### src/common/fetch_consts.svh
`ifndef FETCH_CONSTS_SVH
`define FETCH_CONSTS_SVH

////////////////////////////////////////
// widths
////////////////////////////////////////

`define ADDR_WIDTH 64        // pc and byte address, one 64-bit word
`define INST_WIDTH 32        // one instruction
`define BLOCK_WIDTH 64       // fetch block = cache line = two instructions

////////////////////////////////////////
// sizes
////////////////////////////////////////

`define ICACHE_LINES 32      // direct mapped, one block per line
`define FETCH_QUEUE_DEPTH 8  // must stay a power of two, pointers wrap

// first pc fetched out of reset
`define RESET_PC 64'h0000_0000_0000_0000

`endif

### src/common/fetch_pkg.sv
`include "fetch_consts.svh"

package fetch_pkg;

	////////////////////////////////////////
	// instruction side types
	////////////////////////////////////////

	// pc or byte address
	typedef logic [`ADDR_WIDTH-1:0] addr_t;

	// one instruction word
	typedef logic [`INST_WIDTH-1:0] inst_t;

	// one fetch block, lower half is the even-word instruction
	// upper half is the odd-word one (pc bit 2 set)
	typedef logic [`BLOCK_WIDTH-1:0] block_t;

	// request from the pc stage to the cache
	typedef enum logic
	{
		FETCH_NONE = 1'b0, // no lookup, no refill
		FETCH_LOAD = 1'b1  // lookup and refill on a miss
	} fetch_cmd_e;

endpackage

### src/hw/fetch/fetch_pc_stage.sv
`include "fetch_consts.svh"

module fetch_pc_stage (
	input  logic                  clock,
	input  logic                  reset,
	input  logic                  redirect,    // mispredict stand-in
	input  fetch_pkg::addr_t      redirect_pc,
	input  logic                  stall,       // queue can't take two more
	input  logic                  hit,         // from icache, same cycle
	input  fetch_pkg::block_t     block_data,
	output fetch_pkg::addr_t      fetch_addr,  // block aligned pc
	output fetch_pkg::fetch_cmd_e fetch_cmd,
	output fetch_pkg::inst_t      inst0,
	output fetch_pkg::addr_t      inst0_pc,
	output logic                  inst0_valid,
	output fetch_pkg::inst_t      inst1,
	output fetch_pkg::addr_t      inst1_pc,
	output logic                  inst1_valid
);
	import fetch_pkg::*;

	addr_t pc;           // current fetch pc
	addr_t next_pc;
	logic  reset_flag;   // high for the first cycle out of reset
	logic  odd_word;     // pc points at the upper half of the block
	logic  take;         // block accepted this cycle
	inst_t lo_inst;
	inst_t hi_inst;

	////////////////////////////////////////
	// cache request
	////////////////////////////////////////

	assign fetch_addr = {pc[`ADDR_WIDTH-1:3], 3'b000}; // drop block offset

	// one idle cycle after reset, then always loading
	assign fetch_cmd = reset_flag ? FETCH_NONE : FETCH_LOAD;

	////////////////////////////////////////
	// block split
	////////////////////////////////////////

	assign lo_inst  = block_data[`INST_WIDTH-1:0];
	assign hi_inst  = block_data[`BLOCK_WIDTH-1:`INST_WIDTH];
	assign odd_word = pc[2];

	// redirect cycle and first cycle after reset deliver nothing
	assign take = hit && !stall && !redirect && !reset_flag;

	// odd pc: only the upper word goes out, and it goes in slot 0
	assign inst0    = odd_word ? hi_inst : lo_inst;
	assign inst0_pc = pc;
	assign inst1    = hi_inst;
	assign inst1_pc = fetch_addr + addr_t'(4); // upper word of this block

	assign inst0_valid = take;
	assign inst1_valid = take && !odd_word; // never without inst0

	////////////////////////////////////////
	// next pc
	////////////////////////////////////////

	always_comb
	begin
		next_pc = pc; // hold on miss, stall or the post-reset cycle
		if (redirect)
		begin
			next_pc = redirect_pc;
		end
		else if (take)
		begin
			// step to next block start
			if (odd_word)
			begin
				next_pc = pc + addr_t'(4);
			end
			else
			begin
				next_pc = pc + addr_t'(8);
			end
		end
	end

	always_ff @(posedge clock)
	begin
		if (reset)
		begin
			pc         <= `RESET_PC;
			reset_flag <= 1'b1;
		end
		else
		begin
			pc         <= next_pc;
			reset_flag <= 1'b0;
		end
	end

endmodule

### config.mk
export PLATFORM = sky130hd
export DESIGN_NAME = fetch_pc_stage
export DESIGN_NICKNAME = d
export VERILOG_FILES = /design/src/common/fetch_pkg.sv /design/src/hw/fetch/fetch_pc_stage.sv
export VERILOG_INCLUDE_DIRS = /design/src /design/src/common
export SDC_FILE = /design/constraint.sdc
export NUM_CORES = 1
export LEC_CHECK = 0
export ABC_AREA = 1
export BUFFER_PORTS_ARGS = -buffer_cell sky130_fd_sc_hd__buf_2
export CAP_MARGIN = 20
export CELL_PAD_IN_SITES_DETAIL_PLACEMENT = 1
export CELL_PAD_IN_SITES_GLOBAL_PLACEMENT = 1
export CORE_ASPECT_RATIO = 1.5
export CORE_MARGIN = 3
export CORE_UTILIZATION = 29
export CTS_BUF_LIST = sky130_fd_sc_hd__clkbuf_4 sky130_fd_sc_hd__clkbuf_8
export CTS_CLUSTER_DIAMETER = 120
export CTS_CLUSTER_SIZE = 28
export DETAILED_ROUTE_END_ITERATION = 8
export PLACE_DENSITY = 0.88
export RECOVER_POWER = 25
export SKIP_LAST_GASP = 1
export SYNTH_ARGS = -nofsm -noshare
export SYNTH_HDL_FRONTEND = slang
export SYNTH_SLANG_ARGS = --single-unit
### constraint.sdc
create_clock -name clock -period 2.2 [get_ports clock]
set_clock_uncertainty 0.1 [all_clocks]
set_input_delay 0.11 -clock clock [delete_from_list [all_inputs] [get_ports clock]]
set_output_delay 0.11 -clock clock [all_outputs]
set_load 0.02 [all_outputs]
==> results_dict.tcl <==
set metrics [dict create \
    outcome "complete, no violations" \
    reg2reg_from "reset_flag" \
    max_clock_freq_mhz 482 \
    finalCritPeriodShare 0.943 \
    grt_max_degree 65 \
    p_per_area_mw_per_mm2 497 \
    slew_violations 0 \
    fill_cells 3026 \
    synth.cell_area_mm2 0.00638 \
    power.share.clock 0.337 \
    synth.distinct_cells 33 \
    ys_ff_latch 65 \
    htree_num_levels 3 \
    wl_per_cell_um 19.4 \
    cts_tree "done" \
    fin_util 0.377 \
    vias_per_cell 4.92 \
    overflow 0 \
    critical_path_arrival_ns 2.22 \
    slew_headroom 0.547 \
    dp_hpwl_um 25000 \
    synth_area_leader_cell "nand2_1" \
    regArea_mm2 0.00130 \
    hp-class "in2reg" \
    drv_cap 0 \
    finalCriticalPeriod_ns 2.08 \
    syn_to_final_growth_pct 25.9 \
    pin_count 392 \
    worstHoldEndpoint "inst0_pc[51]" \
    pwr-share-comb 0.319 \
    final_common_cell "nand2_1" \
    clock_path_buffers 2 \
    ir_worst_vdd_mv 0.226 \
    async_flop_share 0 \
    grt_pass1_wl_um 46800 \
    drt-total-wl_um 31200 \
    nets 1473 \
    reg2reg_to "inst0_pc[2]" \
    power.switching_w 0.00153 \
    fp.dieArea_mm2 0.0238 \
    yosysSeqAreaShare 0.204 \
    multi_input_area_mm2 0.00341 \
    setup_violations 0 \
    finalHoldViolCount 0 \
    vias 7939 \
    first_global_vias 8199 \
    tns_ns 0 \
    grt_use_total 0.249 \
    rr_worst_depth 7 \
    antenna_found_initial 0 \
    startpoint_type "flop" \
    num_antenna_cells 0 \
    avgSynthCellArea_um2 5.95 \
    dr.pass1.iters 5 \
    cts_setup_buffers 0 \
    clock_sinks 65 \
    final_cell_mix "360 x nand2_1, 307 x buf_2, 93 x nor2_1" \
    synthFlopType "dfxtp_1" \
    critPathCaptureType "flop" \
    drcViolationCount 0 \
    synth_edf_count 0 \
    die_h_um 188 \
    rsz0062_at_grt "false" \
    port_buffers 385 \
    start_util 0.299 \
    yosys-top-cells-area "nand2_1 21%, dfxtp_1 20%, buf_4 19%" \
    ant_nets 0 \
    drive_above_1_share 0.313 \
    whs_path_depth 5 \
    place.gp.congestion 1.05 \
    cts_root_buf "clkbuf_8" \
    pwr-share-seq 0.344 \
    critPathKind "reg2reg" \
    cts_buffers 9 \
    core-area_mm2 0.0213 \
    cp_max_fo 25 \
    tightestPinTransition_ns 0.679 \
    dieWidth_um 127 \
    internal-power_w 0.00246 \
    fp-row-count 65 \
    critPathRequiredTime_ns 2.35 \
    r2r_slack_ns 0.12 \
    switching_share 0.383 \
    synth_top_area_frac 0.212 \
    clk_latency_ns 0.36 \
    hold_path_startpoint "redirect_pc[51]" \
    synthCells 1072 \
    ys_warn_count 0 \
    clkTransAtPathRegs_ns 0.09 \
    drtIter0Drc 365 \
    p_leak_nw 3.79 \
]
-- per-layer routing --
layer / share of wire / global-route usage
met1: 0.40 / 0.302
met2: 0.51 / 0.443
met3: 0.056 / 0.0342
met4: 0.039 / 0.0945
met5: 0 / 0
-- what timing repair did --
| item | 4_1_cts | 5_1_grt |
|---|---|---|
| resized for setup | 0 | 4 |
| hold buffers | 32 | 0 |
| hold endpoints to repair | 29 | 0 |
| setup endpoints to repair | 0 | 6 |
-- synth_stat cells, types with 2 or more instances --
| library cell | n |
|---|---|
| nand2_1 | 360 |
| buf_4 | 161 |
| nor2_1 | 93 |
| inv_1 | 80 |
| dfxtp_1 | 65 |
| nand3_1 | 50 |
| a21oi_1 | 45 |
| o21ai_0 | 41 |
| a31oi_1 | 21 |
| clkbuf_1 | 21 |
| nand4_1 | 17 |
| nor2_2 | 16 |
| nor2_4 | 13 |
| xor2_1 | 13 |
| inv_2 | 12 |
| nand2_2 | 12 |
| nand3_2 | 8 |
| buf_2 | 7 |
| o21ai_1 | 7 |
| xnor2_1 | 7 |
| and2_1 | 4 |
| buf_1 | 3 |
| a21oi_2 | 2 |
| a22o_1 | 2 |
| a22oi_1 | 2 |
| conb_1 | 2 |
| nand2_4 | 2 |
-- worst max-delay path by stage --
stage                      start           end
floorplan            inst0_pc[3]  inst0_pc[35]
global placement    inst0_pc[22]  inst0_pc[32]
detailed placement  inst0_pc[22]  inst0_pc[33]
CTS                  inst0_pc[2]     inst0[11]
global route         inst0_pc[2]     inst0[11]
finish                reset_flag   inst0_pc[2]
-- state kept, by name (all words and copies together), names as in the netlist --
register / flops
reset_flag: 1
inst0_pc: 64
-- worst max-delay path: stages (launching register included) --
cell	delay (ns)
dfxtp_1	0.33
nor2_1	0.15
nand3_2	0.26
nand2_2	0.21
inv_4	0.14
nand2_1	0.09
a21oi_1	0.07
dlygate4sd3_1	0.61
-- layout make-up --
cell class | instances | area share
Multi-Input combinational cell | 727 | 0.425
Clock buffer | 10 | 0.0171
Sequential cell | 65 | 0.162
Timing Repair Buffer | 444 | 0.296
Clock inverter | 6 | 0.0142
Tap cell | 268 | 0.0418
Inverter | 92 | 0.0438
-- logic make-up after synthesis --
logic type / count (synthesis) / share of synthesized area
AO/OA/AOI/OAI: 121 / 0.103
other: 2 / 0.00118
buffers and inverters: 284 / 0.263
adder cells (fa/ha/maj): 1 / 0.00196
XOR/XNOR: 20 / 0.0275
AND/OR/NAND/NOR: 579 / 0.399
flip-flops: 65 / 0.204
-- power by group through the flow --
stage	Combinational [W]	Sequential, W	Clock, W
detailed placement	0.00124	0.00139	0
finish	0.00127	0.00137	0.00134
floorplan	0.000805	0.00145	0
CTS	0.00129	0.00137	0.00136
global route	0.00137	0.00139	0.00142
global placement	0.00122	0.00139	0
-- stage by stage --
stage,setup WS (ns),total power [W],cells,area (um2),hold WS [ns]
5_1_grt,0.0141,0.00417,1612,8030,0.0336
2_1_floorplan,0.318,0.00226,1076,6390,0.0377
6_report,0.125,0.00399,1612,8030,0.00300
3_3_place_gp,0.177,0.00261,1564,7550,0.267
4_1_cts,0.0273,0.00402,1612,8120,0.00318
3_5_place_dp,0.150,0.00264,1564,7550,0.275
Note: power is estimated with default switching activity, not from simulation.
