**src/common/fetch_consts.svh**
```systemverilog
`ifndef FETCH_CONSTS_SVH
`define FETCH_CONSTS_SVH

////////////////////////////////////////
// widths
////////////////////////////////////////

`define ADDR_WIDTH 64        // pc and byte address, one 64-bit word
`define INST_WIDTH 32        // one instruction
`define BLOCK_WIDTH 64       // fetch block = cache line = two instructions

////////////////////////////////////////
// sizes
////////////////////////////////////////

`define ICACHE_LINES 32      // direct mapped, one block per line
`define FETCH_QUEUE_DEPTH 8  // must stay a power of two, pointers wrap

// first pc fetched out of reset
`define RESET_PC 64'h0000_0000_0000_0000

`endif

```
**src/common/fetch_pkg.sv**
```systemverilog
`include "fetch_consts.svh"

package fetch_pkg;

	////////////////////////////////////////
	// instruction side types
	////////////////////////////////////////

	// pc or byte address
	typedef logic [`ADDR_WIDTH-1:0] addr_t;

	// one instruction word
	typedef logic [`INST_WIDTH-1:0] inst_t;

	// one fetch block, lower half is the even-word instruction
	// upper half is the odd-word one (pc bit 2 set)
	typedef logic [`BLOCK_WIDTH-1:0] block_t;

	// request from the pc stage to the cache
	typedef enum logic
	{
		FETCH_NONE = 1'b0, // no lookup, no refill
		FETCH_LOAD = 1'b1  // lookup and refill on a miss
	} fetch_cmd_e;

endpackage

```
**src/hw/fetch/fetch_queue.sv**
```systemverilog
`include "fetch_consts.svh"

module fetch_queue (
	input  logic             clock,
	input  logic             reset,
	input  logic             flush,        // redirect, drop everything
	input  fetch_pkg::inst_t inst0,
	input  fetch_pkg::addr_t inst0_pc,
	input  logic             inst0_valid,
	input  fetch_pkg::inst_t inst1,
	input  fetch_pkg::addr_t inst1_pc,
	input  logic             inst1_valid,
	output logic             full,         // fewer than two free slots
	output logic             decode_valid,
	output fetch_pkg::inst_t decode_inst,
	output fetch_pkg::addr_t decode_pc,
	input  logic             decode_ready
);
	import fetch_pkg::*;

	localparam int PTR_W = $clog2(`FETCH_QUEUE_DEPTH);
	localparam int CNT_W = PTR_W + 1; // count reaches depth

	inst_t inst_mem [`FETCH_QUEUE_DEPTH];
	addr_t pc_mem   [`FETCH_QUEUE_DEPTH];

	logic [PTR_W-1:0] head;     // oldest entry
	logic [PTR_W-1:0] tail;     // next free slot
	logic [CNT_W-1:0] count;
	logic [1:0]       push_cnt; // 0, 1 or 2 this cycle
	logic             pop;

	////////////////////////////////////////
	// decode side
	////////////////////////////////////////

	assign decode_valid = (count != '0);
	assign decode_inst  = inst_mem[head]; // head only moves on pop
	assign decode_pc    = pc_mem[head];
	assign pop          = decode_valid && decode_ready;

	assign full = count > CNT_W'(`FETCH_QUEUE_DEPTH - 2);

	// inst1 only ever valid together with inst0
	assign push_cnt = {1'b0, inst0_valid} + {1'b0, inst1_valid};

	////////////////////////////////////////
	// storage
	////////////////////////////////////////

	always_ff @(posedge clock)
	begin
		if (inst0_valid)
		begin
			inst_mem[tail] <= inst0;
			pc_mem[tail]   <= inst0_pc;
		end
		if (inst1_valid)
		begin
			inst_mem[tail + PTR_W'(1)] <= inst1; // wraps with the pointer
			pc_mem[tail + PTR_W'(1)]   <= inst1_pc;
		end
	end

	// pointers and count
	always_ff @(posedge clock)
	begin
		if (reset || flush)
		begin
			head  <= '0;
			tail  <= '0;
			count <= '0;
		end
		else
		begin
			tail  <= tail + PTR_W'(push_cnt);
			head  <= head + PTR_W'(pop);
			count <= count + CNT_W'(push_cnt) - CNT_W'(pop);
		end
	end

endmodule

```
**config.mk**
```make
export PLATFORM = sky130hd
export DESIGN_NAME = fetch_queue
export DESIGN_NICKNAME = d
export VERILOG_FILES = /design/src/common/fetch_pkg.sv /design/src/hw/fetch/fetch_queue.sv
export VERILOG_INCLUDE_DIRS = /design/src /design/src/common
export SDC_FILE = /design/constraint.sdc
export NUM_CORES = 1
export LEC_CHECK = 0
export BUFFER_PORTS_ARGS = -buffer_cell sky130_fd_sc_hd__buf_2
export CELL_PAD_IN_SITES_DETAIL_PLACEMENT = 1
export CELL_PAD_IN_SITES_GLOBAL_PLACEMENT = 1
export CORE_MARGIN = 2
export CORE_UTILIZATION = 30
export CTS_CLUSTER_DIAMETER = 100
export DETAILED_ROUTE_END_ITERATION = 12
export PLACE_DENSITY = 0.54
export SLEW_MARGIN = 20
export SYNTH_ARGS = -nofsm -noshare
export SYNTH_HDL_FRONTEND = slang
export SYNTH_SLANG_ARGS = --single-unit
```
**constraint.sdc**
```tcl
create_clock -name clock -period 18.25 [get_ports clock]
set_clock_uncertainty 0.2 [all_clocks]
set_input_delay 5.475 -clock clock [delete_from_list [all_inputs] [get_ports clock]]
set_output_delay 5.475 -clock clock [all_outputs]
set_load 0.01 [all_outputs]
```
==> impl_metrics.ini, run 1 <==
[floorplan]
start_util_pct = 30.2
dieArea_mm2 = 0.132
die_w_um = 363
core-area_mm2 = 0.128
rows = 131
num_io_pins = 296
die_h_um = 363

[timing]
rsz0062_at_grt = false
tightest_slew_ns = 1.06
setup-violations-final = 0
max-slew-margin-rel_pct = 29.0
hold_violations = 0
period_share_pct = 55.3
setup_tns_ns = 0
setup_ws_ns = 8.16
finalMaxSlewViolations = 0
max_freq_ghz = 0.0991
fin_crit_ns = 10.09

[placement]
dp_hpwl_um = 67000
port_buffers = 295
gp_congestion = 0.716
place_ws_ns = 8.65
placed_area_mm2 = 0.0420

[clocking]
cts_buffer_depth = 3
cts_resized = 0
clk_latency_ns = 0.67
clkTransAtPathRegs_ns = 0.06
cts_hold_buf = 0
cts_tree = yes
root_buffer = clkbuf_16
cts_max_level = 3
postCtsSetupBuffers = 0
numCtsBuffers = 94
clock_sinks = 778

[yosys]
syn_area_mm2 = 0.0386
synth_top_area_share_pct = 59.7
synth_nets = 2258
ys_types = 37
synth-seq-cells = 778
netlist_instances = 2046
ys_warn_count = 0
yosys.area.top_type = edfxtp_1
ys_seq_area_share_pct = 60.2
yosys-top-cells-area = edfxtp_1 (60%), mux2_2 (24%), mux4_2 (11%), mux2_1 (1.2%), buf_2 (0.95%)
synth_area_per_cell_um2 = 18.9

[finish]
multi_input_area_mm2 = 0.0147
fin_area_mm2 = 0.0450
seqCellArea_mm2 = 0.0233
syn_to_final_growth_pct = 16.6
utilization_pct = 35.3
drive_gt1_share_pct = 62.3
fin_nets = 2562
n_fill_cell = 12611

[min_path]
worstHoldPathCells = 2
hold_path.class = flop to flop

[power]
ir_drop_uv = 59.4
power_uw = 4390
power.density_mw_per_mm2 = 97.6
power_leakage_uw = 0.0144

[global_route]
grt_pass1_wl_um = 171000
grt_overflow = 0
antenna_found_initial = 39
grt_max_degree = 98
grt_pass1_vias = 23449
grtUsageTotal_pct = 18.0

[setup_path]
worstSetupStartpointType = flop
end_kind = output port
cp.required_ns = 12.57
cp_max_fo = 43
r2r_cells = 6
crit_type = flop to output port
arrival_ns = 4.42

[routing]
routed_wl_um = 118000
dr.pass1.iters = 4
wl_per_cell_um = 28.8
vias_per_cell = 5.08
vias = 20833
drtAntennaViolNets = 0
first_iter_violations = 1289
remaining_drc_errors = 0

[outcome]
outcome = completed

[flow_run]
drv_cap = 0
[synth_stat cells]
library cell  count
o21ai_0           3
or2_2             1
and2_1            6
edfxtp_1        768
nor3b_1           1
ha_1             12
buf_1            10
buf_6             4
nand3_1           2
xor2_1            1
clkbuf_1         30
nor2_2            2
nand2_2           1
mux4_2          192
dfxtp_1          10
nand3b_1          1
o21bai_1          1
nor2_1            3
mux2_1           41
xnor2_1           2
a21o_1            1
inv_1            11
xor2_4            1
nand2_1           7
mux2_2          823
fa_1              2
or3_1             1
a21oi_1           1
nand2b_1          3
nor3_4            2
nor3_1            5
xnor2_4           1
buf_4            19
mux2i_1           1
o22ai_1           3
o32ai_1           1
buf_2            73
[worst paths after layout]
path / startpoint / end / slack [ns]
setup / recovery: head[1]$_SDFF_PP0_ / decode_pc[35] / 8.16
hold / removal: count[0]$_SDFF_PP0_ / count[0]$_SDFF_PP0_ / 0.40
hold reg to reg: count[0]$_SDFF_PP0_ / count[0]$_SDFF_PP0_ / 0.40
setup reg to reg: tail[0]$_SDFF_PP0_ / pc_mem[5][2]$_DFFE_PP_ / 13.67
[where the power goes]
group          internal (µW)  leakage, µW  switching (µW)  total (µW)
clock                   1070      0.00144             758        1820
sequential              2060      0.00713            25.3        2090
combinational            227      0.00586             258         485
[kinds of logic after synthesis]
kind of cell    count (synthesis)  synth area share, %
simple gates                   35                0.538
flops                         778                 60.2
xor+xnor                        5                0.211
mux                          1057                 36.4
buf+inv                       147                 1.93
fa+ha+maj                      14                0.493
compound gates                 10                0.162
[cell usage in the layout, fill, tap and decap left out, types with 3 or more instances in the layout]
cell / n
dfxtp_1: 7
buf_4: 46
dfxtp_4: 3
nor2_4: 4
clkbuf_16: 97
and2_1: 6
nand2_1: 6
diode_2: 9
clkinv_2: 17
inv_1: 11
edfxtp_1: 768
clkinvlp_4: 5
clkbuf_1: 18
inv_6: 4
nand2b_1: 3
mux2_2: 823
ha_1: 12
bufinv_16: 7
mux2_1: 41
mux4_2: 192
clkinv_1: 22
buf_2: 295
nor3_1: 5
o22ai_4: 3
[worst max-delay path, stage by stage, from the launching register on]
cell	delay, ns
dfxtp_4	1.02
buf_4	0.71
buf_4	0.83
mux4_2	0.61
mux2_2	0.32
buf_2	0.15
[sequential cells by signal, summed over array words and instances (netlist names)]
| name | cells |
|---|---|
| pc_mem | 512 |
| inst_mem | 256 |
| count | 4 |
| head | 3 |
| tail | 3 |
[cell type report]
cell class | count | share of cell area, %
tap | 1662 | 4.62
clock inverter | 57 | 1.04
clock buffer | 115 | 5.54
antenna | 9 | 0.0500
sequential | 778 | 51.7
timing repair buffer | 344 | 4.19
inverter | 11 | 0.0917
multi-input combinational | 1121 | 32.8
[metrics by stage]
step / hold slack, ns / std cells
floorplan: 0.349 / 2046
global placement: 0.390 / 3914
detailed placement: 0.394 / 3916
CTS: 0.409 / 4088
global route: 0.459 / 4089
finish: 0.400 / 4097
[layer usage]
metal	share of wire, %	vias up	wire [µm]	global-route usage [%]
met5	0.22	-	262	0
met4	1.7	44	2050	4.11
met3	5.8	182	6800	4.46
met2	49	441	57500	30.2
met1	44	11114	51500	23.3
li1	-	9052	-	-
(Power assumes the default switching activity.)
==> inputs of run 2 (changes only) <==
--- a/config.mk
+++ b/config.mk
@@ -13,7 +13,7 @@
 export CORE_UTILIZATION = 30
 export CTS_CLUSTER_DIAMETER = 100
 export DETAILED_ROUTE_END_ITERATION = 12
-export PLACE_DENSITY = 0.54
+export PLACE_DENSITY = 0.56
 export SLEW_MARGIN = 20
 export SYNTH_ARGS = -nofsm -noshare
 export SYNTH_HDL_FRONTEND = slang
==> constraint.sdc (replaced) <==
create_clock -name clock -period 8.15 [get_ports clock]
set_clock_uncertainty 0.2 [all_clocks]
set_input_delay 2.445 -clock clock [delete_from_list [all_inputs] [get_ports clock]]
set_output_delay 2.445 -clock clock [all_outputs]
set_load 0.01 [all_outputs]
==> run 2 against run 1 <==
Against the previous run:
- total power increased by 120%
- largest cell class unchanged
- wire length decreased by 1.5%
- first-iteration DRC count increased by 7.9%
- critical endpoint is now decode_pc[48]
- sequential power increased by 120%
- cell count decreased by 0.41%
- worst hold slack got worse by 0.0042 ns
- utilization decreased by 0.14 points
- combinational power increased by 120%
- highest routed layer unchanged
==> impl_metrics.ini, run 2 (synthesis results as in run 1) <==
[global_route]
met1_usage_pct = 22.2
grt_overflow = 0
grt_pass1_vias = 24109
grtUsageTotal_pct = 17.7
grt_most_used_layer = met2
antenna_found_initial = 56
met3_usage_pct = 4.76
grt_max_degree = 98
grt_pass1_wl_um = 168000
met2_usage_pct = 30.1

[timing]
setup-violations-final = 0
finalMaxSlewViolations = 0
hold_violations = 0
period_share_pct = 74.3
rsz0062_at_grt = false
max-slew-margin-rel_pct = 27.4
fin_crit_ns = 6.05
tightest_slew_ns = 1.09
setup_ws_ns = 2.10
hold_ws_ns = 0.396
max_freq_ghz = 0.165

[clocking]
numCtsBuffers = 91
cts_resized = 0
cts_buffer_depth = 3
clock_sinks = 778
cts_max_level = 3
cts_hold_buf = 0
postCtsSetupBuffers = 0
cts_tree = yes
clk_latency_ns = 0.67
clkTransAtPathRegs_ns = 0.06
root_buffer = clkbuf_16

[placement]
port_buffers = 295
place_ws_ns = 2.29
placed_area_mm2 = 0.0420
dp_hpwl_um = 63700
gp_congestion = 0.707

[finish]
layout_common_cells = mux2_2 (823), edfxtp_1 (768), buf_2 (295)
drive_gt1_share_pct = 61.8
fin_nets = 2545
largest_reg_flops = 512
top_register = pc_mem
final_common_cell = mux2_2
fin_area_mm2 = 0.0448
utilization_pct = 35.1
syn_to_final_growth_pct = 16.1
reg_top3 = pc_mem x512, inst_mem x256, count x4

[routing]
vias_per_cell = 5.14
vias = 20971
routed_wl_um = 116000
dr.pass1.iters = 4
first_iter_violations = 1391
remaining_drc_errors = 0
wl_per_cell_um = 28.5
drtAntennaViolNets = 0

[setup_path]
r2r_cells = 5
arrival_ns = 3.41
worstSetupStartpointType = flop
cp_max_fo = 82
crit_type = flop to output port
end_kind = output port
cp.required_ns = 5.51

[outcome]
outcome = completed

[floorplan]
die_w_um = 363
rows = 131
dieArea_mm2 = 0.132
num_io_pins = 296
core-area_mm2 = 0.128
die_h_um = 363
start_util_pct = 30.2

[min_path]
hold_path.class = flop to flop
worstHoldPathCells = 2

[power]
ir_drop_uv = 147
power.density_mw_per_mm2 = 215
power_leakage_uw = 0.0143

[flow_run]
drv_cap = 0
==> run 2: cell count changes in the layout (fill, tap and decap cells not counted), sizes merged <==
| cell | before | now |
|---|---|---|
| buf | 344 | 330 |
| diode | 9 | 13 |
| clkinv | 41 | 40 |
| clkbuf | 115 | 114 |
| inv | 15 | 16 |
| clkinvlp | 5 | 3 |
| bufinv | 7 | 3 |
==> run 2: through the flow <==
| stage | power, µW | setup TNS (ns) | cells |
|---|---|---|---|
| after floorplan | 5400 | -385.54 | 2046 |
| after global placement | 5820 | 0 | 3902 |
| after detailed placement | 5870 | 0 | 3902 |
| after CTS | 9760 | 0 | 4067 |
| after global routing | 9970 | 0 | 4075 |
| final | 9620 | 0 | 4080 |
==> run 2: metal layers <==
layer / share of wire, % / vias to the layer above
met4: 2.3 / 50
met5: 0.28 / -
met1: 42 / 11218
met2: 49 / 489
li1: - / 9003
met3: 6.1 / 211
==> run 2: cell type report <==
class	instances	area (µm²)
diodes	13	32.5
clock buffers	114	2420
clock inverters	51	337
fillers	12617	82900
inverters	11	41.3
multi-input cells	1121	14700
flip-flops and latches	778	23300
well taps	1662	2080
repair buffers	330	1900
==> run 2: power by group <==
group          leakage, µW  internal, µW  switching [µW]  total [µW]
logic              0.00581           509             580        1090
clock network      0.00135          2190            1670        3860
registers          0.00713          4610            55.4        4670
total               0.0143          7310            2310        9620
==> run 2: path summary, 6_finish.rpt <==
check	startpoint	to	slack [ns]
hold / removal	count[0]$_SDFF_PP0_	count[0]$_SDFF_PP0_	0.40
setup reg to reg	tail[0]$_SDFF_PP0_	pc_mem[1][49]$_DFFE_PP_	3.95
setup / recovery	head[1]$_SDFF_PP0_	decode_pc[48]	2.10
hold reg to reg	count[0]$_SDFF_PP0_	count[0]$_SDFF_PP0_	0.40
==> run 2: worst max-delay path, cell delays in order, from the launching register on <==
cell	delay (ns)
dfxtp_4	0.86
buf_12	0.65
mux4_2	0.61
mux2_2	0.34
buf_2	0.16
